**config.mk**
```make
export PLATFORM = sky130hd
export DESIGN_NAME = avb_cmd_capture
export DESIGN_NICKNAME = d
export VERILOG_FILES = /design/src/avb_bridge_pkg.sv /design/src/avb_cmd_capture.sv
export VERILOG_INCLUDE_DIRS = /design/src
export SDC_FILE = /design/constraint.sdc
export NUM_CORES = 1
export LEC_CHECK = 0
export BUFFER_PORTS_ARGS = -buffer_cell sky130_fd_sc_hd__buf_2
export CAP_MARGIN = 30
export CORE_MARGIN = 2
export CORE_UTILIZATION = 42
export CTS_CLUSTER_SIZE = 28
export DETAILED_ROUTE_END_ITERATION = 6
export HOLD_SLACK_MARGIN = 0.08
export PLACE_DENSITY_LB_ADDON = 0.08
export SYNTH_ARGS = -nofsm -noshare
export SYNTH_HDL_FRONTEND = slang
export SYNTH_SLANG_ARGS = --single-unit
```
**constraint.sdc**
```tcl
create_clock -name s_avmm_clk -period 5.8 [get_ports s_avmm_clk]
set_clock_uncertainty 0.1 [all_clocks]
set_input_delay 0.29 -clock s_avmm_clk [delete_from_list [all_inputs] [get_ports s_avmm_clk]]
set_output_delay 0.29 -clock s_avmm_clk [all_outputs]
set_load 0.1 [all_outputs]
```
**src/avb_bridge_params.svh**
```systemverilog
`ifndef AVB_BRIDGE_PARAMS_SVH
`define AVB_BRIDGE_PARAMS_SVH

//////////////////////////////////////////////////
// Avalon channel side

`define AVB_ADDR_W 17     // Byte address toward each channel
`define AVB_DATA_W 32     // Full word per access

//////////////////////////////////////////////////
// Register side buffers

`define AVB_BUF_AW 8      // Word index, also the burst length field
`define AVB_BUF_DEPTH 256 // Words per buffer

// Number of slave channels behind the bridge
`define AVB_NUM_CH 3

`endif
```
**src/avb_bridge_pkg.sv**
```systemverilog
`default_nettype none

`include "avb_bridge_params.svh"

package avb_bridge_pkg;

	//////////////////////////////////////////////////
	// Encodings

	typedef enum logic {
		XFER_WR = 1'b0,
		XFER_RD = 1'b1
	} xfer_op_e;

	// Select value 3 lands on channel 0
	typedef enum logic [1:0] {
		CH0       = 2'd0,
		CH1       = 2'd1,
		CH2       = 2'd2,
		CH_ALIAS0 = 2'd3
	} chan_sel_e;

	typedef enum logic [3:0] {
		B_IDLE     = 4'h0,
		B_CMD      = 4'h1,
		B_WR_FETCH = 4'h2,
		B_WR_ISSUE = 4'h3,
		B_WR_WAIT  = 4'h4,
		B_WR_NEXT  = 4'h5,
		B_RD_ISSUE = 4'h6,
		B_RD_WAIT  = 4'h7,
		B_RD_NEXT  = 4'h8,
		B_END      = 4'h9
	} burst_state_e;

	//////////////////////////////////////////////////
	// Bundles

	typedef struct packed {
		xfer_op_e               op;
		chan_sel_e              sel;
		logic [`AVB_ADDR_W-1:0] offset;  // Byte offset of first word
		logic [`AVB_BUF_AW-1:0] brstlen; // 0 stands for a full buffer
	} xfer_cmd_t;

	typedef struct packed {
		logic [`AVB_ADDR_W-1:0]   addr;
		logic [`AVB_DATA_W/8-1:0] byte_en;
		logic                     write;
		logic                     read;
		logic [`AVB_DATA_W-1:0]   wdata;
	} avmm_req_t;

	typedef struct packed {
		logic [`AVB_DATA_W-1:0] rdata;
		logic                   rdatavld;
		logic                   waitreq;
	} avmm_rsp_t;

endpackage

`default_nettype wire

```
**src/avb_cmd_capture.sv**
```systemverilog
`timescale 1ns/1ps
`default_nettype none

`include "avb_bridge_params.svh"

module avb_cmd_capture (
	input  wire                       s_avmm_clk,
	input  wire                       s_avmm_rst_n,
	input  wire                       avmm_transvld, // Only the rising edge of this level counts
	input  wire                       avmm_rdnwr,
	input  wire [1:0]                 avmm_sel,
	input  wire [`AVB_ADDR_W-1:0]     avmm_offset,
	input  wire [`AVB_BUF_AW-1:0]     avmm_brstlen,
	input  wire                       busy,
	output avb_bridge_pkg::xfer_cmd_t cmd,
	output logic                      start
);

	import avb_bridge_pkg::*;

	logic transvld_d1;
	logic transvld_up;
	logic take_cmd;

	assign transvld_up = avmm_transvld & ~transvld_d1;

	// No new command while a burst runs
	assign take_cmd = transvld_up & ~busy;

	always_ff @(posedge s_avmm_clk or negedge s_avmm_rst_n) begin
		if (!s_avmm_rst_n) begin
			transvld_d1 <= 1'b0;
			start       <= 1'b0;
		end else begin
			transvld_d1 <= avmm_transvld;
			start       <= take_cmd; // One cycle pulse
		end
	end

	// Held until the next accepted edge
	always_ff @(posedge s_avmm_clk) begin
		if (take_cmd) begin
			cmd.op      <= avmm_rdnwr ? XFER_RD : XFER_WR;
			cmd.sel     <= chan_sel_e'(avmm_sel);
			cmd.offset  <= avmm_offset;
			cmd.brstlen <= avmm_brstlen;
		end
	end

	// busy comes back from the controller one cycle after start
	a_start_not_busy: assert property (@(posedge s_avmm_clk) disable iff (!s_avmm_rst_n)
		start |-> !busy ##1 busy);

endmodule

`default_nettype wire

```
==> impl_metrics.yaml <==
status:
  outcome: "finished clean"
floorplanning:
  fp.dieH_um: 50.4
  die-area_mm2: 0.00254
  rows: 16
  ios: 61
  die_x_um: 50.4
  core_mm2: 0.00200
  start_util: 0.451
detailed_routing:
  routedWlPerCell_um: 12.7
  drc: 0
  via_count: 642
  finalWirelength_um: 2000
  drt_iter0_markers: 1
  drt_first_pass_iters: 2
  viasPerCell: 4.09
  ant_nets: 0
sta:
  timing.final.ws_setup_ns: 4.24
  min_period_ns: 1.56
  fin_crit_sh: 0.269
  hold_viol_final: 0
  setup_viol: 0
  max_freq_ghz: 0.640
  rsz0062_at_grt: "false"
  drv_slew: 0
  fin_tns_setup_ns: 0
  worstMarginPinSlew_ns: 0.495
  slew_headroom: 0.672
grt:
  grt_overflow: 0
  grt_use_total: 0.173
  grt_pass1_wl_um: 3050
  antenna_found_initial: 0
  grt_pass1_vias: 693
  grt_start_max_net_pins: 30
worst_setup_path:
  worstReg2RegEnd: "cmd[16]$_DFFE_PP_"
  cp_max_fo: 29
  crit_start: "avmm_transvld"
  cpMaxStageDelayCell: "dlygate4sd3_1"
  crit_family: "buffers and inverters"
  r2r-start: "transvld_d1$_DFF_PN0_"
  critPathLaunchType: "input pin"
  cp.required_ns: 5.68
  crit_chain: "dlygate4sd3_1 -> buf_2 -> nor3b_4 -> buf_4"
  worstRegToRegCells: 2
  worstSetupPathType: "in2reg"
  worst_path_largest_cell_delay_ns: 0.53
  arrival_ns: 1.45
  crit_path_end_kind: "register"
  r2r_slack_ns: 4.43
  path_buf_inv: 3
cells_and_area:
  finalNetCount: 161
  postLayoutCellArea_mm2: 0.00163
  n_antenna_cell: 0
  area_growth_pct: 80.3
  fillCellCount: 113
  layout-drive-gt1-share: 0.538
placed_design:
  routabilityCongestion: 0.709
  placed_area_mm2: 0.00125
  dp_slack_ns: 4.44
  port_buffers: 60
clock_network:
  clockBufferDepth: 2
  clock-sinks: 30
  path_clk_slew_ns: 0.09
  cts_tree: "yes"
  cts-root-buf: "clkbuf_4"
  htreeDepth: 2
  clk_latency_ns: 0.31
  cts_made_buffers: 5
logic_synthesis:
  yosysWarnings: 0
  synth.top_cell.area_share: 0.931
  yosysTopAreaCell: "edfxtp_1"
  synth_area_um2: 903
  yosysSeqAreaShare: 0.986
  ys_seq_elements: 30
  avgSynthCellArea_um2: 29.1
  synthTopCellsByArea: "edfxtp_1 93%, dfrtp_1 5.5%, nor3b_2 1.4%"
  synth_nets: 63
  ys_types: 3
  syn_inst: 31
run:
  cap_violations: 0
worst_hold_path:
  hold_class: "in2async"
power:
  powerDensity_mw_per_mm2: 293
  total_power_w: 0.000478
  ir_worst_vdd_mv: 0.318
  power_leakage_nw: 0.701
[metrics by stage]
step                      hold WS (ns)   util  cells
final                            0.188  0.814    157
after global routing             0.188  0.814    157
after CTS                        0.165  0.814    157
after detailed placement       -0.0200  0.625    119
after global placement         -0.0241  0.625    119
after floorplan                 -0.106      -     31
[cell type report]
class | instances | area (µm²) | share of cell area
timing repair buffer | 91 | 608 | 0.373
sequential | 30 | 891 | 0.547
tap | 27 | 33.8 | 0.0207
multi-input combinational | 1 | 18.8 | 0.0115
clock inverter | 3 | 40.0 | 0.0246
clock buffer | 5 | 37.5 | 0.0230
[repair_timing]
item                      4_1_cts  5_1_grt
setup buffers                   0        0
hold endpoints to repair       31        0
hold buffers                   30        0
resized for setup               0        0
[sequential cells by signal, summed over array words and instances, names as in the netlist]
register,count
cmd,28
transvld_d1,1
start,1
[cells in the final DEF (no fill, tap or decap)]
cell	count
edfxtp_1	28
dfrtp_1	2
buf_2	60
clkbuf_4	5
nor3b_4	1
buf_4	1
bufinv_16	1
dlygate4sd3_1	30
clkinv_2	2
[layer usage]
metal | wire length (µm) | up-vias | track usage | share of wire
met5 | 0 | - | 0 | 0
met4 | 21 | 0 | 0.0721 | 0.011
met3 | 166 | 2 | 0.0565 | 0.083
met2 | 1090 | 39 | 0.320 | 0.55
met1 | 714 | 282 | 0.176 | 0.36
li1 | - | 319 | - | -
[kinds of logic after synthesis]
| kind of cell | count (synthesis) | synth area share |
|---|---|---|
| flip-flops | 30 | 0.986 |
| AND/OR/NAND/NOR | 1 | 0.0138 |
[power breakdown]
part,switching [W],internal (W)
combinational,0.0000506,0.0000247
sequential,0.00000156,0.000244
clock,0.0000680,0.0000892
[worst max-delay path by stage]
| stage | depth (start not counted) | slack, ns | to |
|---|---|---|---|
| floorplan | 1 | 3.74 | cmd[0]$_DFFE_PP_ |
| global placement | 3 | 4.45 | cmd[11]$_DFFE_PP_ |
| detailed placement | 3 | 4.44 | cmd[17]$_DFFE_PP_ |
| CTS | 4 | 4.25 | cmd[16]$_DFFE_PP_ |
| global route | 4 | 4.19 | cmd[13]$_DFFE_PP_ |
| finish | 4 | 4.24 | cmd[16]$_DFFE_PP_ |
[synth_stat cells]
library cell  count
dfrtp_1           2
edfxtp_1         28
nor3b_2           1
Power figures use the tool's default switching activity.
