--- src/avb_bridge_params.svh ---
`ifndef AVB_BRIDGE_PARAMS_SVH
`define AVB_BRIDGE_PARAMS_SVH

//////////////////////////////////////////////////
// Avalon channel side

`define AVB_ADDR_W 17     // Byte address toward each channel
`define AVB_DATA_W 32     // Full word per access

//////////////////////////////////////////////////
// Register side buffers

`define AVB_BUF_AW 8      // Word index, also the burst length field
`define AVB_BUF_DEPTH 256 // Words per buffer

// Number of slave channels behind the bridge
`define AVB_NUM_CH 3

`endif
--- src/avb_bridge_pkg.sv ---
`default_nettype none

`include "avb_bridge_params.svh"

package avb_bridge_pkg;

	//////////////////////////////////////////////////
	// Encodings

	typedef enum logic {
		XFER_WR = 1'b0,
		XFER_RD = 1'b1
	} xfer_op_e;

	// Select value 3 lands on channel 0
	typedef enum logic [1:0] {
		CH0       = 2'd0,
		CH1       = 2'd1,
		CH2       = 2'd2,
		CH_ALIAS0 = 2'd3
	} chan_sel_e;

	typedef enum logic [3:0] {
		B_IDLE     = 4'h0,
		B_CMD      = 4'h1,
		B_WR_FETCH = 4'h2,
		B_WR_ISSUE = 4'h3,
		B_WR_WAIT  = 4'h4,
		B_WR_NEXT  = 4'h5,
		B_RD_ISSUE = 4'h6,
		B_RD_WAIT  = 4'h7,
		B_RD_NEXT  = 4'h8,
		B_END      = 4'h9
	} burst_state_e;

	//////////////////////////////////////////////////
	// Bundles

	typedef struct packed {
		xfer_op_e               op;
		chan_sel_e              sel;
		logic [`AVB_ADDR_W-1:0] offset;  // Byte offset of first word
		logic [`AVB_BUF_AW-1:0] brstlen; // 0 stands for a full buffer
	} xfer_cmd_t;

	typedef struct packed {
		logic [`AVB_ADDR_W-1:0]   addr;
		logic [`AVB_DATA_W/8-1:0] byte_en;
		logic                     write;
		logic                     read;
		logic [`AVB_DATA_W-1:0]   wdata;
	} avmm_req_t;

	typedef struct packed {
		logic [`AVB_DATA_W-1:0] rdata;
		logic                   rdatavld;
		logic                   waitreq;
	} avmm_rsp_t;

endpackage

`default_nettype wire

--- src/avb_burst_ctrl.sv ---
`timescale 1ns/1ps
`default_nettype none

`include "avb_bridge_params.svh"

module avb_burst_ctrl (
	input  wire                       clk,
	input  wire                       rst_n,
	input  wire avb_bridge_pkg::xfer_cmd_t cmd,
	input  wire                       start,
	input  wire [`AVB_DATA_W-1:0]     wb_rdata,
	input  wire                       acc,
	input  wire avb_bridge_pkg::avmm_rsp_t rsp,
	output logic                      issue,
	output avb_bridge_pkg::avmm_req_t req,
	output logic [`AVB_BUF_AW-1:0]    wb_rd_idx,
	output logic                      rb_wr_en,
	output logic [`AVB_BUF_AW-1:0]    rb_wr_idx,
	output logic [`AVB_DATA_W-1:0]    rb_wdata,
	output logic                      busy,
	output logic                      done
);

	import avb_bridge_pkg::*;

	burst_state_e cur_st;
	burst_state_e nxt_st;

	logic [`AVB_BUF_AW:0]   words_left; // One bit wider to hold a full buffer
	logic [`AVB_ADDR_W-1:0] addr_q;
	logic [`AVB_BUF_AW-1:0] buf_idx;    // Burst relative word index
	logic                   last_word;
	logic                   xfer_open;  // Issued and not yet answered

	assign last_word = (words_left == (`AVB_BUF_AW+1)'(1));

	//////////////////////////////////////////////////
	// State register and next state

	always_ff @(posedge clk or negedge rst_n) begin
		if (!rst_n)
			cur_st <= B_IDLE;
		else
			cur_st <= nxt_st;
	end

	always_comb begin
		nxt_st = cur_st;
		case (cur_st)
			B_IDLE:     if (start) nxt_st = B_CMD;
			B_CMD:      nxt_st = (cmd.op == XFER_WR) ? B_WR_FETCH : B_RD_ISSUE;
			B_WR_FETCH: nxt_st = B_WR_ISSUE; // Buffer read latency
			B_WR_ISSUE: nxt_st = B_WR_WAIT;
			B_WR_WAIT:  if (acc) nxt_st = B_WR_NEXT;
			B_WR_NEXT:  nxt_st = last_word ? B_END : B_WR_FETCH;
			B_RD_ISSUE: nxt_st = B_RD_WAIT;
			B_RD_WAIT:  if (rsp.rdatavld) nxt_st = B_RD_NEXT;
			B_RD_NEXT:  nxt_st = last_word ? B_END : B_RD_ISSUE;
			B_END:      nxt_st = B_IDLE;
			default:    nxt_st = B_IDLE;
		endcase
	end

	//////////////////////////////////////////////////
	// Word count, address and buffer index

	always_ff @(posedge clk or negedge rst_n) begin
		if (!rst_n) begin
			words_left <= '0;
			addr_q     <= '0;
			buf_idx    <= '0;
		end else begin
			case (cur_st)
				B_CMD: begin
					if (cmd.brstlen == '0)
						words_left <= (`AVB_BUF_AW+1)'(`AVB_BUF_DEPTH);
					else
						words_left <= {1'b0, cmd.brstlen};
					addr_q  <= cmd.offset;
					buf_idx <= '0;
				end
				B_WR_NEXT, B_RD_NEXT: begin
					words_left <= words_left - 1'b1;
					addr_q     <= addr_q + `AVB_ADDR_W'(4); // Next full word
					buf_idx    <= buf_idx + 1'b1;
				end
				default: ;
			endcase
		end
	end

	//////////////////////////////////////////////////
	// Outputs decoded from state

	assign issue = (cur_st == B_WR_ISSUE) | (cur_st == B_RD_ISSUE);

	always_comb begin
		req         = '0;
		req.addr    = addr_q;
		req.byte_en = '1;                   // Whole words only
		req.write   = (cur_st == B_WR_ISSUE);
		req.read    = (cur_st == B_RD_ISSUE);
		if (cur_st == B_WR_ISSUE)
			req.wdata = wb_rdata;           // Fetched the cycle before
	end

	assign wb_rd_idx = buf_idx;
	assign rb_wr_en  = (cur_st == B_RD_WAIT) & rsp.rdatavld;
	assign rb_wr_idx = buf_idx;
	assign rb_wdata  = rsp.rdata;

	assign busy = (cur_st != B_IDLE);
	assign done = (cur_st == B_END);

	// Set by issue and cleared by the write accept or the read return
	always_ff @(posedge clk or negedge rst_n) begin
		if (!rst_n)
			xfer_open <= 1'b0;
		else if (issue)
			xfer_open <= 1'b1;
		else if (acc || rsp.rdatavld)
			xfer_open <= 1'b0;
	end

	// One access open at a time toward the fabric
	a_single_issue: assert property (@(posedge clk) disable iff (!rst_n)
		issue |-> !xfer_open);

	// Direction on the fabric follows the captured command
	a_req_dir: assert property (@(posedge clk) disable iff (!rst_n)
		issue |-> (req.read == (cmd.op == XFER_RD)) && (req.write == (cmd.op == XFER_WR)));

endmodule

`default_nettype wire

--- config.mk ---
export PLATFORM = sky130hd
export DESIGN_NAME = avb_burst_ctrl
export DESIGN_NICKNAME = d
export VERILOG_FILES = /design/src/avb_bridge_pkg.sv /design/src/avb_burst_ctrl.sv
export VERILOG_INCLUDE_DIRS = /design/src
export SDC_FILE = /design/constraint.sdc
export NUM_CORES = 1
export LEC_CHECK = 0
export BUFFER_PORTS_ARGS = -buffer_cell sky130_fd_sc_hd__clkbuf_2
export CORE_ASPECT_RATIO = 0.75
export CORE_UTILIZATION = 39
export DETAILED_ROUTE_END_ITERATION = 10
export PLACE_DENSITY = 0.8
export SETUP_SLACK_MARGIN = 0.2
export SYNTH_ARGS = -nofsm -noshare
export SYNTH_HDL_FRONTEND = slang
export SYNTH_SLANG_ARGS = --single-unit
--- constraint.sdc ---
create_clock -name clk -period 3.1 [get_ports clk]
set_input_delay 0.155 -clock clk [delete_from_list [all_inputs] [get_ports clk]]
set_output_delay 0.155 -clock clk [all_outputs]
set_load 0.05 [all_outputs]
==> summary.md <==
| Metric | Value |
|---|---|
| Run status | `finished, violations left` |
| Failing checks | `hold timing` |
| Number of gates given a new drive strength after cts | `0` |
| Standard cell core area | `~0.0068 mm²` |
| Wire length of the first global-routing pass | `11700 µm` |
| Proportion of synthesized flip-flops having asynchronous set or reset | `100%` |
| Residual DRC | `0` |
| Clock tree root buffer cell | `sky130_fd_sc_hd__clkbuf_8` |
| Class of the tightest hold or removal check | `input pin to asynchronous set/reset pin` |
| Fin crit share | `between 80% and 90%` |
| Global-route total usage across every layer | `20.4%` |
| Worst setup path category | `flip-flop to output port` |
| Violation count after the first detailed-route iteration | `176` |
| Per-cell routed wire length | `15.8 µm` |
| Highest net fanout along the worst path | `19` |
| Fraction of synthesized cell area taken by the top area cell type | `34.5%` |
| Diode count | `0` |
| GP Congestion | `0.846` |
| Clk pin slew, worst setup/hold paths | `0.08 ns` |
| Sequential-to-total area share from yosys stat | `34.5%` |
| Number of I/O pins | `a little over 200` |
| Setup repair after global routing missed its margin | `false` |
| Critical Path Start Type | `flip-flop` |
| Most used flip-flop cell after synthesis | `sky130_fd_sc_hd__dfrtp_1` |
| Power density of the placed cells | `1130 mW/mm²` |
| Top cells by area in the synthesized netlist | `sky130_fd_sc_hd__dfrtp_1, sky130_fd_sc_hd__buf_4, sky130_fd_sc_hd__and2_1` |
| Die height | `between 70 and 80 µm` |
| Buffers from clock root to sink, at most | `2` |
| Yosys warning count | `0` |
| Max Fclk | `397 MHz` |
| Detailed-routing iteration count for the pre-antenna-repair pass | `5` |
| Required time at the endpoint of the critical path | `2.94 ns` |
| Slowest stage cell, crit path | `sky130_fd_sc_hd__dfrtp_1` |
| H-Tree Depth | `2` |
| Number of endpoints with negative hold slack in the final report | `8` |
| Slew at the pin closest to its max-slew limit | `0.973 ns` |
| Series of cell instances along the critical path | `nand2_1 -> nor3_2 -> buf_4 -> and2_1 -> clkbuf_2` |
| Place WS | `0.775 ns` |
| Summed instance area of the synthesized netlist | `approximately 0.0028 mm²` |
| Min cycle time layout | `2.52 ns` |
| Antenna violations before repair | `0` |
| Die boundary width | `99.1 µm` |
| Cts bufs inserted | `5` |
| Clock insertion delay at the later pin of the skew report | `0.30 ns` |
| Post-CTS setup buffers | `0` |
| Number of placement rows | `26` |
| Nets | `slightly above 500` |
| TritonCTS sink count | `38` |
| Via-per-instance ratio | `~5.5` |
| Peak per-stage delay on the critical path | `0.67 ns` |
| Most frequent standard cell in the layout excluding fill and tap cells | `sky130_fd_sc_hd__clkbuf_2` |
| Critical path data arrival time | `2.37 ns` |
| Routed wire length | `between 7000 and 8000 µm` |
| Largest area contributor in the netlist | `sky130_fd_sc_hd__dfrtp_1` |
| Hold_ws | `-0.00631 ns` |
| Worst max-slew margin expressed relative to the limit | `35.1%` |
| TritonCTS clock tree | `built` |
| Sort of element at the end of the critical path | `output port` |
| Share of post-route cells with drive strength above 1 | `38.0%` |
| Area added between synthesis and finish | `19.9%` |
| Pin count of the biggest net entering global routing | `39` |
| Reported leakage power | `1.65 nW` |
| Global route total overflow | `0` |
| Starting density of the core | `40.4%` |
| EDFF count, synth | `0` |
| Number of endpoints failing setup at the final stage | `0` |
| Worst vdd rail ir drop | `0.446 mV` |
| Number of buffers added to fix hold violations after cts | `0` |
| Worst R2R Setup Slack | `0.69 ns` |
| Number of global-route vias before repair | `2322` |
| Setup TNS | `0 ns` |
| Instance count of the mapped netlist | `around 320` |
| #FFs+latches synth | `38` |
| Number of vias in the routed layout | `2749` |
| Synthesized area per cell | `8.54 µm²` |
| Placed wire-length estimate | `6000 µm` |
| Max Transition Viols Final | `0` |
| Count of maximum capacitance violations | `0` |
| Commonest cells after routing, fill and taps aside | `sky130_fd_sc_hd__clkbuf_2, sky130_fd_sc_hd__dfrtp_1, sky130_fd_sc_hd__and2_1, sky130_fd_sc_hd__nand2_1, sky130_fd_sc_hd__nor2_1` |
| Final worst clock skew | `0.00876 ns` |
| Number of distinct library cell variants in the gate-level netlist after synthesis | `52` |
| Quantity of I/O buffers inserted on ports | `133` |
| Post-route worst setup slack | `0.580 ns` |
| ANT nets after route | `0` |
| Total Die Area | `between 0.007 and 0.008 mm²` |
## cell usage after synthesis (3+ instances only)
library cell and number:
sky130_fd_sc_hd__nand2b_1 3, sky130_fd_sc_hd__a211oi_1 5, sky130_fd_sc_hd__o21ai_0 11, sky130_fd_sc_hd__dfrtp_1 38, sky130_fd_sc_hd__inv_1 9, sky130_fd_sc_hd__nor4_1 4
sky130_fd_sc_hd__or3_1 3, sky130_fd_sc_hd__ha_1 4, sky130_fd_sc_hd__buf_4 44, sky130_fd_sc_hd__o311ai_0 6, sky130_fd_sc_hd__a311oi_1 5, sky130_fd_sc_hd__nand2_1 30
sky130_fd_sc_hd__nor3_1 11, sky130_fd_sc_hd__nand3_1 7, sky130_fd_sc_hd__buf_2 3, sky130_fd_sc_hd__o211ai_1 10, sky130_fd_sc_hd__or2_2 3, sky130_fd_sc_hd__or4_1 3
sky130_fd_sc_hd__and2_1 32, sky130_fd_sc_hd__nor2_1 19, sky130_fd_sc_hd__and3_1 5, sky130_fd_sc_hd__clkbuf_1 12, sky130_fd_sc_hd__o21a_1 3, sky130_fd_sc_hd__nand4_1 7
sky130_fd_sc_hd__a21oi_1 7, sky130_fd_sc_hd__and4_1 3
## where the power goes
group / internal (W) / switching [W]
sequential: 0.000702 / 0.000326
combinational: 0.000639 / 0.00163
clock: 0.000237 / 0.000190
## worst max-delay path: cells and delay by family, from the launching register on
family | cells | cell delay, ns
simple gates | 3 | 0.80
flops | 1 | 0.67
buf+inv | 2 | 0.58
## per-stage QoR
step	total power (W)	util [%]	cells	area (µm²)
floorplan	0.00284	-	326	2770
global placement	0.00322	46.8	489	3200
detailed placement	0.00328	46.8	489	3200
CTS	0.00371	48.4	497	3310
global route	0.00396	48.4	497	3310
finish	0.00372	48.4	497	3310
## worst paths after layout
kind | cells after the start | from | endpoint
max in group asynchronous | 1 | rst_n | addr_q[11]
min | 1 | rst_n | words_left[8]
min reg2reg | 2 | addr_q[1] | addr_q[1]
max | 5 | cur_st[1] | req[11]
min in group clk | 3 | cmd[8] | addr_q[0]
max reg2reg | 4 | cur_st[2] | addr_q[14]
## flip-flops by register name (all words and copies together), names as in the netlist
signal      count
addr_q         17
rb_wr_idx       8
cur_st          4
words_left      9
## final cells by class
class,instances,area [µm²]
fillers,639,3530
inverters,9,33.8
clock buffers,5,68.8
well taps,84,105
clock inverters,3,40.0
repair buffers,138,703
flip-flops and latches,38,951
multi-input cells,220,1400
## routing by layer
metal  track usage, %  share of wire (%)  vias to the layer above
met5                0                  0                        -
met2             27.8                 44                      131
met1             31.5                 47                     1312
li1                 -                  -                     1298
met4             2.78               0.65                        0
met3             6.87                8.6                        8
## cell families after synthesis
family          count (synthesis)  synth area share (%)
simple gates                  139                  28.4
compound gates                 71                  19.0
buf+inv                        68                  15.4
flops                          38                  34.5
fa+ha+maj                       4                  1.81
mux                             2                 0.726
other cells                     1                 0.136
Power figures use the tool's default switching activity.
