[src/avb_bridge_params.svh]
`ifndef AVB_BRIDGE_PARAMS_SVH
`define AVB_BRIDGE_PARAMS_SVH

//////////////////////////////////////////////////
// Avalon channel side

`define AVB_ADDR_W 17     // Byte address toward each channel
`define AVB_DATA_W 32     // Full word per access

//////////////////////////////////////////////////
// Register side buffers

`define AVB_BUF_AW 8      // Word index, also the burst length field
`define AVB_BUF_DEPTH 256 // Words per buffer

// Number of slave channels behind the bridge
`define AVB_NUM_CH 3

`endif
[src/avb_bridge_pkg.sv]
`default_nettype none

`include "avb_bridge_params.svh"

package avb_bridge_pkg;

	//////////////////////////////////////////////////
	// Encodings

	typedef enum logic {
		XFER_WR = 1'b0,
		XFER_RD = 1'b1
	} xfer_op_e;

	// Select value 3 lands on channel 0
	typedef enum logic [1:0] {
		CH0       = 2'd0,
		CH1       = 2'd1,
		CH2       = 2'd2,
		CH_ALIAS0 = 2'd3
	} chan_sel_e;

	typedef enum logic [3:0] {
		B_IDLE     = 4'h0,
		B_CMD      = 4'h1,
		B_WR_FETCH = 4'h2,
		B_WR_ISSUE = 4'h3,
		B_WR_WAIT  = 4'h4,
		B_WR_NEXT  = 4'h5,
		B_RD_ISSUE = 4'h6,
		B_RD_WAIT  = 4'h7,
		B_RD_NEXT  = 4'h8,
		B_END      = 4'h9
	} burst_state_e;

	//////////////////////////////////////////////////
	// Bundles

	typedef struct packed {
		xfer_op_e               op;
		chan_sel_e              sel;
		logic [`AVB_ADDR_W-1:0] offset;  // Byte offset of first word
		logic [`AVB_BUF_AW-1:0] brstlen; // 0 stands for a full buffer
	} xfer_cmd_t;

	typedef struct packed {
		logic [`AVB_ADDR_W-1:0]   addr;
		logic [`AVB_DATA_W/8-1:0] byte_en;
		logic                     write;
		logic                     read;
		logic [`AVB_DATA_W-1:0]   wdata;
	} avmm_req_t;

	typedef struct packed {
		logic [`AVB_DATA_W-1:0] rdata;
		logic                   rdatavld;
		logic                   waitreq;
	} avmm_rsp_t;

endpackage

`default_nettype wire

[src/avb_chan_mux.sv]
`timescale 1ns/1ps
`default_nettype none

`include "avb_bridge_params.svh"

module avb_chan_mux (
	input  wire                            clk,
	input  wire                            rst_n,
	input  wire                            issue,
	input  wire avb_bridge_pkg::avmm_req_t req,
	input  wire avb_bridge_pkg::chan_sel_e sel,
	input  wire avb_bridge_pkg::avmm_rsp_t avmm_rsp [`AVB_NUM_CH],
	output avb_bridge_pkg::avmm_req_t      avmm_req [`AVB_NUM_CH],
	output logic                           acc,
	output avb_bridge_pkg::avmm_rsp_t      rsp
);

	import avb_bridge_pkg::*;

	localparam int CH_W = $clog2(`AVB_NUM_CH);

	avmm_req_t       req_q;  // The single open request
	logic [CH_W-1:0] ch_dec;
	logic [CH_W-1:0] ch_q;   // Channel the request went to
	logic            req_open;
	logic            chan_wait;

	// Alias select falls through to channel 0
	always_comb begin
		case (sel)
			CH1:     ch_dec = CH_W'(1);
			CH2:     ch_dec = CH_W'(2);
			default: ch_dec = '0;
		endcase
	end

	assign req_open  = req_q.write | req_q.read;
	assign chan_wait = avmm_rsp[ch_q].waitreq;

	//////////////////////////////////////////////////
	// Request hold and retire

	always_ff @(posedge clk or negedge rst_n) begin
		if (!rst_n) begin
			req_q <= '0;
			ch_q  <= '0;
			acc   <= 1'b0;
		end else begin
			acc <= req_q.write & ~chan_wait; // Write taken on the last edge
			if (issue) begin
				req_q <= req;
				ch_q  <= ch_dec;
			end else if (req_open && !chan_wait) begin
				req_q <= '0;                 // Slave took it
			end
		end
	end

	// Only the addressed channel sees the request
	always_comb begin
		for (int i = 0; i < `AVB_NUM_CH; i++) begin
			avmm_req[i] = (ch_q == CH_W'(i)) ? req_q : '0;
		end
	end

	//////////////////////////////////////////////////
	// Response path, one register stage

	always_ff @(posedge clk or negedge rst_n) begin
		if (!rst_n)
			rsp <= '0;
		else
			rsp <= avmm_rsp[ch_q];
	end

	a_req_hold: assert property (@(posedge clk) disable iff (!rst_n)
		(req_open && chan_wait) |=> ($stable(req_q) && $stable(ch_q)));

endmodule

`default_nettype wire

[config.mk]
export PLATFORM = sky130hd
export DESIGN_NAME = avb_chan_mux
export DESIGN_NICKNAME = d
export VERILOG_FILES = /design/src/avb_bridge_pkg.sv /design/src/avb_chan_mux.sv
export VERILOG_INCLUDE_DIRS = /design/src
export SDC_FILE = /design/constraint.sdc
export NUM_CORES = 1
export LEC_CHECK = 0
export BUFFER_PORTS_ARGS = -buffer_cell sky130_fd_sc_hd__buf_2
export CORE_AREA = 5 5 138 140
export DETAILED_ROUTE_END_ITERATION = 12
export DIE_AREA = 0 0 143 145
export MAX_ROUTING_LAYER = met4
export PLACE_DENSITY = 0.63
export SETUP_SLACK_MARGIN = 0.3
export SYNTH_ARGS = -nofsm -noshare
export SYNTH_HDL_FRONTEND = slang
export SYNTH_SLANG_ARGS = --single-unit
[constraint.sdc]
create_clock -name clk -period 1.53 [get_ports clk]
set_input_delay 0.153 -clock clk [delete_from_list [all_inputs] [get_ports clk]]
set_output_delay 0.153 -clock clk [all_outputs]
set_load 0.02 [all_outputs]
==> results by group, run 1 <==
Hold path
  • Hold path startpoint: avmm_rsp[53]
  • Worst min-delay path class: in2reg

Status
  • Violated checks: setup timing
  • Status: finished, violations left

Global routing
  • Vias in the first global route: roughly 5400
  • GRT Total Usage: ~20%
  • First-pass GRT wire length: ~32 mm
  • Initial antenna violation count: 3
  • Congestion Overflow GR: 0
  • Largest net degree at the start of global routing: 66

Logic synthesis
  • Post-synthesis net count: 690
  • Synth Register Bits: between 90 and 100
  • Cell taking the most area after synthesis: dfrtp_1
  • Synth Area per Inst: about 9.6 sq um
  • Synth area leaders: dfrtp_1, mux2i_1, and2_1
  • Synth unique cells: 21
  • Ys Warns: 0
  • Share of Yosys cell area claimed by the top area cell type: between 40 and 50%
  • Post-synth EDFFs: 0
  • Cell Area, Synth: between 5000 and 6000 sq um
  • Most used DFF post-synth: dfrtp_1
  • Post-synthesis sequential area ratio: 45.4%
  • Synth Instances: 528
  • Ys async rst share: between 90% and 100%

Timing
  • Relative slew slack: between 70 and 80%
  • Clock skew: ~0.006 ns
  • Slew Viols, Final: 0
  • Fmax: ~550 MHz
  • Min Tclk post-route: 1.81 ns
  • Fin worst setup slack: -0.279 ns
  • Final Cycle Share: 118%
  • Final Setup Violations: ~210
  • Final Hold Fails: 0
  • RSZ-0062 raised after global routing: yes
  • Setup TNS: -33.08 ns
  • Slew @ Worst Pin: 0.398 ns

Cells and area
  • Share of post-route cells with drive strength above 1: 66.8%
  • Synth-to-layout area growth: 96.7%
  • Final nets: between 1000 and 1500
  • Finished Cell Area: about 10000 sq um
  • Final std cells w/o fill: ~1200

Setup path
  • CP Data Arrival Time: approximately 1.7 ns
  • CP max FO: 8
  • Most frequent CP cell: buf_4
  • Worst endpoint required time: 1.38 ns
  • Crit path from: ch_q[1]
  • CP Launch Type: flip-flop
  • Delay-heaviest family, CP: flip-flops
  • Worst reg2reg path startpoint: ch_q[1]
  • Slowest stage delay, CP: 0.52 ns
  • Crit path buf inv count: 3
  • Nature of the critical path endpoint: output pin
  • Worst-path cell chain: nor2b_4 > buf_4 > clkbuf_16 > and2_2 > buf_4
  • Slowest CP cell: dfrtp_4
  • Setup Crit Path Kind: reg2out

Detailed routing
  • Drc violations: 0
  • WL per Instance: approximately 21 um
  • Drt pass-1 iters: 4
  • DR vias/cell: between 4 and 5
  • Iter 0 DRT Violations: around 160
  • WL final: approximately 25 mm
  • Vias: 5550
  • Post-DRT Antenna Nets: 0

CTS
  • Clock tree buffer depth: 2
  • Clock root cell: clkbuf_16
  • H-tree levels: 3
  • CTS tree: yes
  • CTS Sinks: ~90
  • Clock Latency Late Sink: roughly 0.34 ns
  • Num CTS Buffers: 9
  • CTS clk-pin slew, worst paths: around 0.070 ns

Floorplanning
  • Placeable Area: 17700 sq um
  • Initial Utilization: between 20% and 30%
  • Die width: around 140 um
  • I/O pin cnt: between 300 and 400
  • Std-Cell Rows: 49
  • DIE HEIGHT: roughly 150 um
  • Total die area: 20700 sq um

Placement
  • GPL Wtd Cong: approximately 0.82
  • Port Buffers: 361
  • Dpl hpwl: around 14 mm
  • DP Cell Count: ~1100
  • DP Area: approximately 7500 sq um

Power
  • Leak Pwr: 5.03 nW
  • Max IR drop VDD: 504 uV
  • Cell Pwr Density: about 900 nW/um^2

Run
  • Max-cap viol count: 0
final cells by class:
cell class / instances / area (sq um)
Inverter: 2 / 20.0
Clock buffer: 11 / 243
Clock inverter: 5 / 36.3
Multi-Input combinational cell: 387 / 3080
Timing Repair Buffer: 436 / 3990
Antenna cell: 3 / 7.51
Tap cell: 229 / 287
Sequential cell: 92 / 2310
Fill cell: 1461 / 7750
per-stage QoR:
stage	worst slack (ns)	utilization, %	hold WS, ns	power, mW
global placement	0.0994	42.3	-0.0237	5.56
finish	-0.279	56.2	0.0175	8.94
detailed placement	0.0891	42.3	-0.0261	5.59
global route	-0.317	56.2	0.00814	9.34
CTS	-0.251	50.5	0.00106	8.45
floorplan	0.292	-	-0.143	4.54
state kept, by name (all words and copies together), names as in the netlist:
name   count
acc        1
req_q     55
rsp       34
ch_q       2
final timing paths:
kind | slack, ns | to | cells after the start
max in group asynchronous | 0.87 | rsp[16] | 3
min in group asynchronous | 0.20 | req_q[28] | 2
setup / recovery | -0.28 | avmm_req[102] | 5
hold / removal | 0.02 | rsp[19] | 3
hold reg to reg | 0.57 | req_q[15] | 2
setup reg to reg | -0.07 | rsp[24] | 5
layer usage:
layer	track usage, %	routed length, um	vias up
met5	-	0	-
met4	6.89	618	0
met3	4.05	1660	37
met2	34.8	12500	265
met1	24.2	9870	2676
li1	-	-	2572
cell usage after synthesis (2+ instances only):
library cell and number:
and2_1 110, dfrtp_1 92, mux2i_1 87, and3_1 55
nor2_1 53, nand2_1 34, o21ai_0 34, clkbuf_1 25
buf_2 11, buf_6 6, buf_4 5, nor2b_1 4
a22o_1 2, inv_1 2, nand3b_1 2
worst min-delay path: cells and delay by family:
family / cells / cell delay (ns)
AO/OA/AOI/OAI: 1 / 0.06
buffers and inverters: 1 / 0.08
AND/OR/NAND/NOR: 1 / 0.03
report_power, final:
| part | leakage (nW) | switching [mW] | total (mW) | internal [mW] |
|---|---|---|---|---|
| logic | 3.78 | 1.82 | 3.78 | 1.97 |
| registers | 1.12 | 0.295 | 3.05 | 2.75 |
| clock network | 0.128 | 0.957 | 2.11 | 1.15 |
| total | 5.03 | 3.07 | 8.94 | 5.87 |
kinds of logic after synthesis:
group	count (synthesis)	synth area share, %
AO/OA/AOI/OAI	40	4.32
buffers and inverters	50	5.31
flip-flops	92	45.4
multiplexers	87	17.2
AND/OR/NAND/NOR	259	27.7
layout by cell type, fill, tap and decap left out, types with 4 or more instances in the layout:
cell type	n
nor2_2	16
buf_6	129
and2_2	22
o21ai_0	28
buf_16	14
and3_4	53
nand2_1	34
buf_12	16
and2_1	15
dfrtp_1	90
o21ai_1	6
clkbuf_16	22
nor2_1	37
and2_4	73
buf_2	212
buf_4	44
mux2i_1	84
dlygate4sd3_1	4
what timing repair did:
action / in CTS / in global routing
hold buffers: 4 / 0
resized for setup: 230 / 188
setup endpoints to repair: 255 / 255
cloned: 13 / 18
hold endpoints to repair: 95 / 0
pin swaps: 3 / 11
buffers inserted: 12 / 9
Power figures use the tool's default switching activity.
==> run 2, diff against run 1 <==
Settings changed: RECOVER_POWER set to 50.
==> results by group, run 2 (synthesis gave the netlist of run 1 again) <==
Status
  • Status: finished, violations left (unchanged)
  • Violated checks: setup timing (unchanged)

Cells and area
  • Finished Cell Area: 9940 sq um (was 9960 sq um)
  • Finished Core Util: 56.1% (was 56.2%)
  • Leading registers by flop count: req_q (55), rsp (34), ch_q (2) (unchanged)
  • Reg with most FFs: req_q (unchanged)
  • Synth-to-layout area growth: 96.1% (was 96.7%)
  • Most common cell after layout, fill and taps aside: buf_2 (unchanged)
  • Number of flip-flops in the largest register: 55 (unchanged)
  • Share of post-route cells with drive strength above 1: 66.7% (was 66.8%)
  • Commonest non-fill, non-tap cells in the layout: buf_2, buf_6, dfrtp_1, mux2i_1, and2_4 (unchanged)
  • Final nets: 1090 (unchanged)

Floorplanning
  • Initial Utilization: 28.6% (unchanged)
  • Total die area: 20700 sq um (unchanged)
  • DIE HEIGHT: 145 um (unchanged)
  • Die width: 143 um (unchanged)
  • Std-Cell Rows: 49 (unchanged)
  • I/O pin cnt: 362 (unchanged)
  • Placeable Area: 17700 sq um (unchanged)

Detailed routing
  • Drc violations: 0 (unchanged)
  • WL per Instance: 21.1 um (about the same)
  • Drt pass-1 iters: 4 (unchanged)
  • Iter 0 DRT Violations: 149 (was 161)
  • WL final: 24.6 mm (about the same)
  • Vias: 5541 (was 5550)
  • Post-DRT Antenna Nets: 0 (unchanged)
  • DR vias/cell: 4.76 (about the same)

Setup path
  • CP Data Arrival Time: 1.65 ns (was 1.66 ns)
  • Most frequent CP cell: buf_4 (unchanged)
  • Setup Crit Path Kind: reg2out (unchanged)
  • Nature of the critical path endpoint: output pin (unchanged)
  • Worst endpoint required time: 1.38 ns (about the same)
  • Worst-path cell chain: nor2b_4 > buf_4 > clkbuf_16 > and2_2 > buf_4 (unchanged)
  • Slowest CP cell: dfrtp_4 (unchanged)
  • CP max FO: 8 (unchanged)
  • Slowest stage delay, CP: 0.52 ns (about the same)
  • CP Launch Type: flip-flop (unchanged)

CTS
  • Num CTS Buffers: 9 (unchanged)
  • Clock root cell: clkbuf_16 (unchanged)
  • CTS clk-pin slew, worst paths: 0.07 ns (about the same)
  • CTS tree: yes (unchanged)
  • Clock tree buffer depth: 2 (unchanged)
  • H-tree levels: 3 (unchanged)
  • CTS Sinks: 92 (unchanged)
  • Clock Latency Late Sink: 0.34 ns (about the same)

Timing
  • Slew Viols, Final: 0 (unchanged)
  • Relative slew slack: 56.4% (was 73.4%)
  • Final Cycle Share: 118% (about the same)
  • Slew @ Worst Pin: 0.654 ns (was 0.398 ns)
  • RSZ-0062 raised after global routing: yes (unchanged)
  • Final Setup Violations: 209 (unchanged)
  • WHS: 0.0174 ns (was 0.0175 ns)
  • Min Tclk post-route: 1.81 ns (about the same)
  • Fin worst setup slack: -0.277 ns (was -0.279 ns)
  • Fmax: 553 MHz (about the same)
  • Clock skew: 0.00582 ns (was 0.00602 ns)
  • Final Hold Fails: 0 (unchanged)

Power
  • Cell Pwr Density: 898 nW/um^2 (was 897 nW/um^2)
  • Max IR drop VDD: 504 uV (about the same)
  • Leak Pwr: 5.02 nW (was 5.03 nW)

Global routing
  • Initial antenna violation count: 3 (unchanged)
  • First-pass GRT wire length: 31.9 mm (unchanged)
  • Congestion Overflow GR: 0 (unchanged)
  • GRT Total Usage: 20.5% (unchanged)
  • Vias in the first global route: 5412 (unchanged)
  • Largest net degree at the start of global routing: 66 (unchanged)

Hold path
  • Worst min-delay path class: in2reg (unchanged)

Placement
  • GPL Wtd Cong: 0.821 (unchanged)
  • DP Area: 7500 sq um (unchanged)
  • Port Buffers: 361 (unchanged)
  • Dpl hpwl: 14.4 mm (unchanged)

Run
  • Max-cap viol count: 0 (unchanged)
-- run 2: cell types whose count changed in the layout (fill, tap and decap cells not counted) --
cell	before	now
clkbuf_1	1	2
buf_12	16	14
clkbuf_4	1	3
buf_4	44	43
-- run 2: layout make-up --
cell class              count  area, sq um
diodes                      3         7.51
clock buffers              11          243
clock inverters             5         36.3
fillers                  1464         7780
inverters                   2         20.0
multi-input cells         387         3080
flip-flops and latches     92         2310
well taps                 229          287
repair buffers            436         3960
-- run 2: metal layers --
metal	share of wire (%)	vias up	track usage, %
met2	51	260	34.8
met3	6.8	37	4.05
met5	0	-	-
met1	40	2674	24.2
li1	-	2570	-
met4	2.5	0	6.89
-- run 2: final timing paths --
| kind | endpoint | slack [ns] | depth (start not counted) | from |
|---|---|---|---|---|
| setup / recovery | avmm_req[102] | -0.28 | 5 | ch_q[1] |
| max in group asynchronous | ch_q[1] | 0.33 | 3 | rst_n |
| hold reg to reg | req_q[15] | 0.57 | 2 | req_q[15] |
| hold / removal | rsp[19] | 0.02 | 3 | avmm_rsp[53] |
| min in group asynchronous | req_q[28] | 0.22 | 2 | rst_n |
| setup reg to reg | rsp[24] | -0.07 | 5 | ch_q[1] |
-- run 2: critical path, delay by kind of cell, from the launching register on --
kind	cells	cell delay [ns]
simple gates	2	0.32
buf+inv	3	0.47
flops	1	0.52
-- run 2: where the power goes --
part / total (mW) / switching (mW) / internal, mW
combinational: 3.77 / 1.81 / 1.96
clock: 2.11 / 0.956 / 1.15
sequential: 3.05 / 0.294 / 2.75
-- run 2: what timing repair did --
item / 4_1_cts / 5_1_grt
hold endpoints to repair: 95 / 0
hold buffers: 4 / 0
gates resized for setup: 230 / 188
buffers inserted: 12 / 9
setup endpoints to repair: 255 / 255
pin swaps: 3 / 11
cloned: 13 / 18
-- run 2: metrics by stage --
step	setup TNS (ns)	setup slack (ns)	power, mW	instances
finish	-33.03	-0.277	8.92	1165
floorplan	0	0.292	4.54	528
global placement	0	0.0994	5.56	1090
global route	-44.16	-0.317	9.33	1165
CTS	-35.00	-0.251	8.45	1135
detailed placement	0	0.0891	5.59	1090
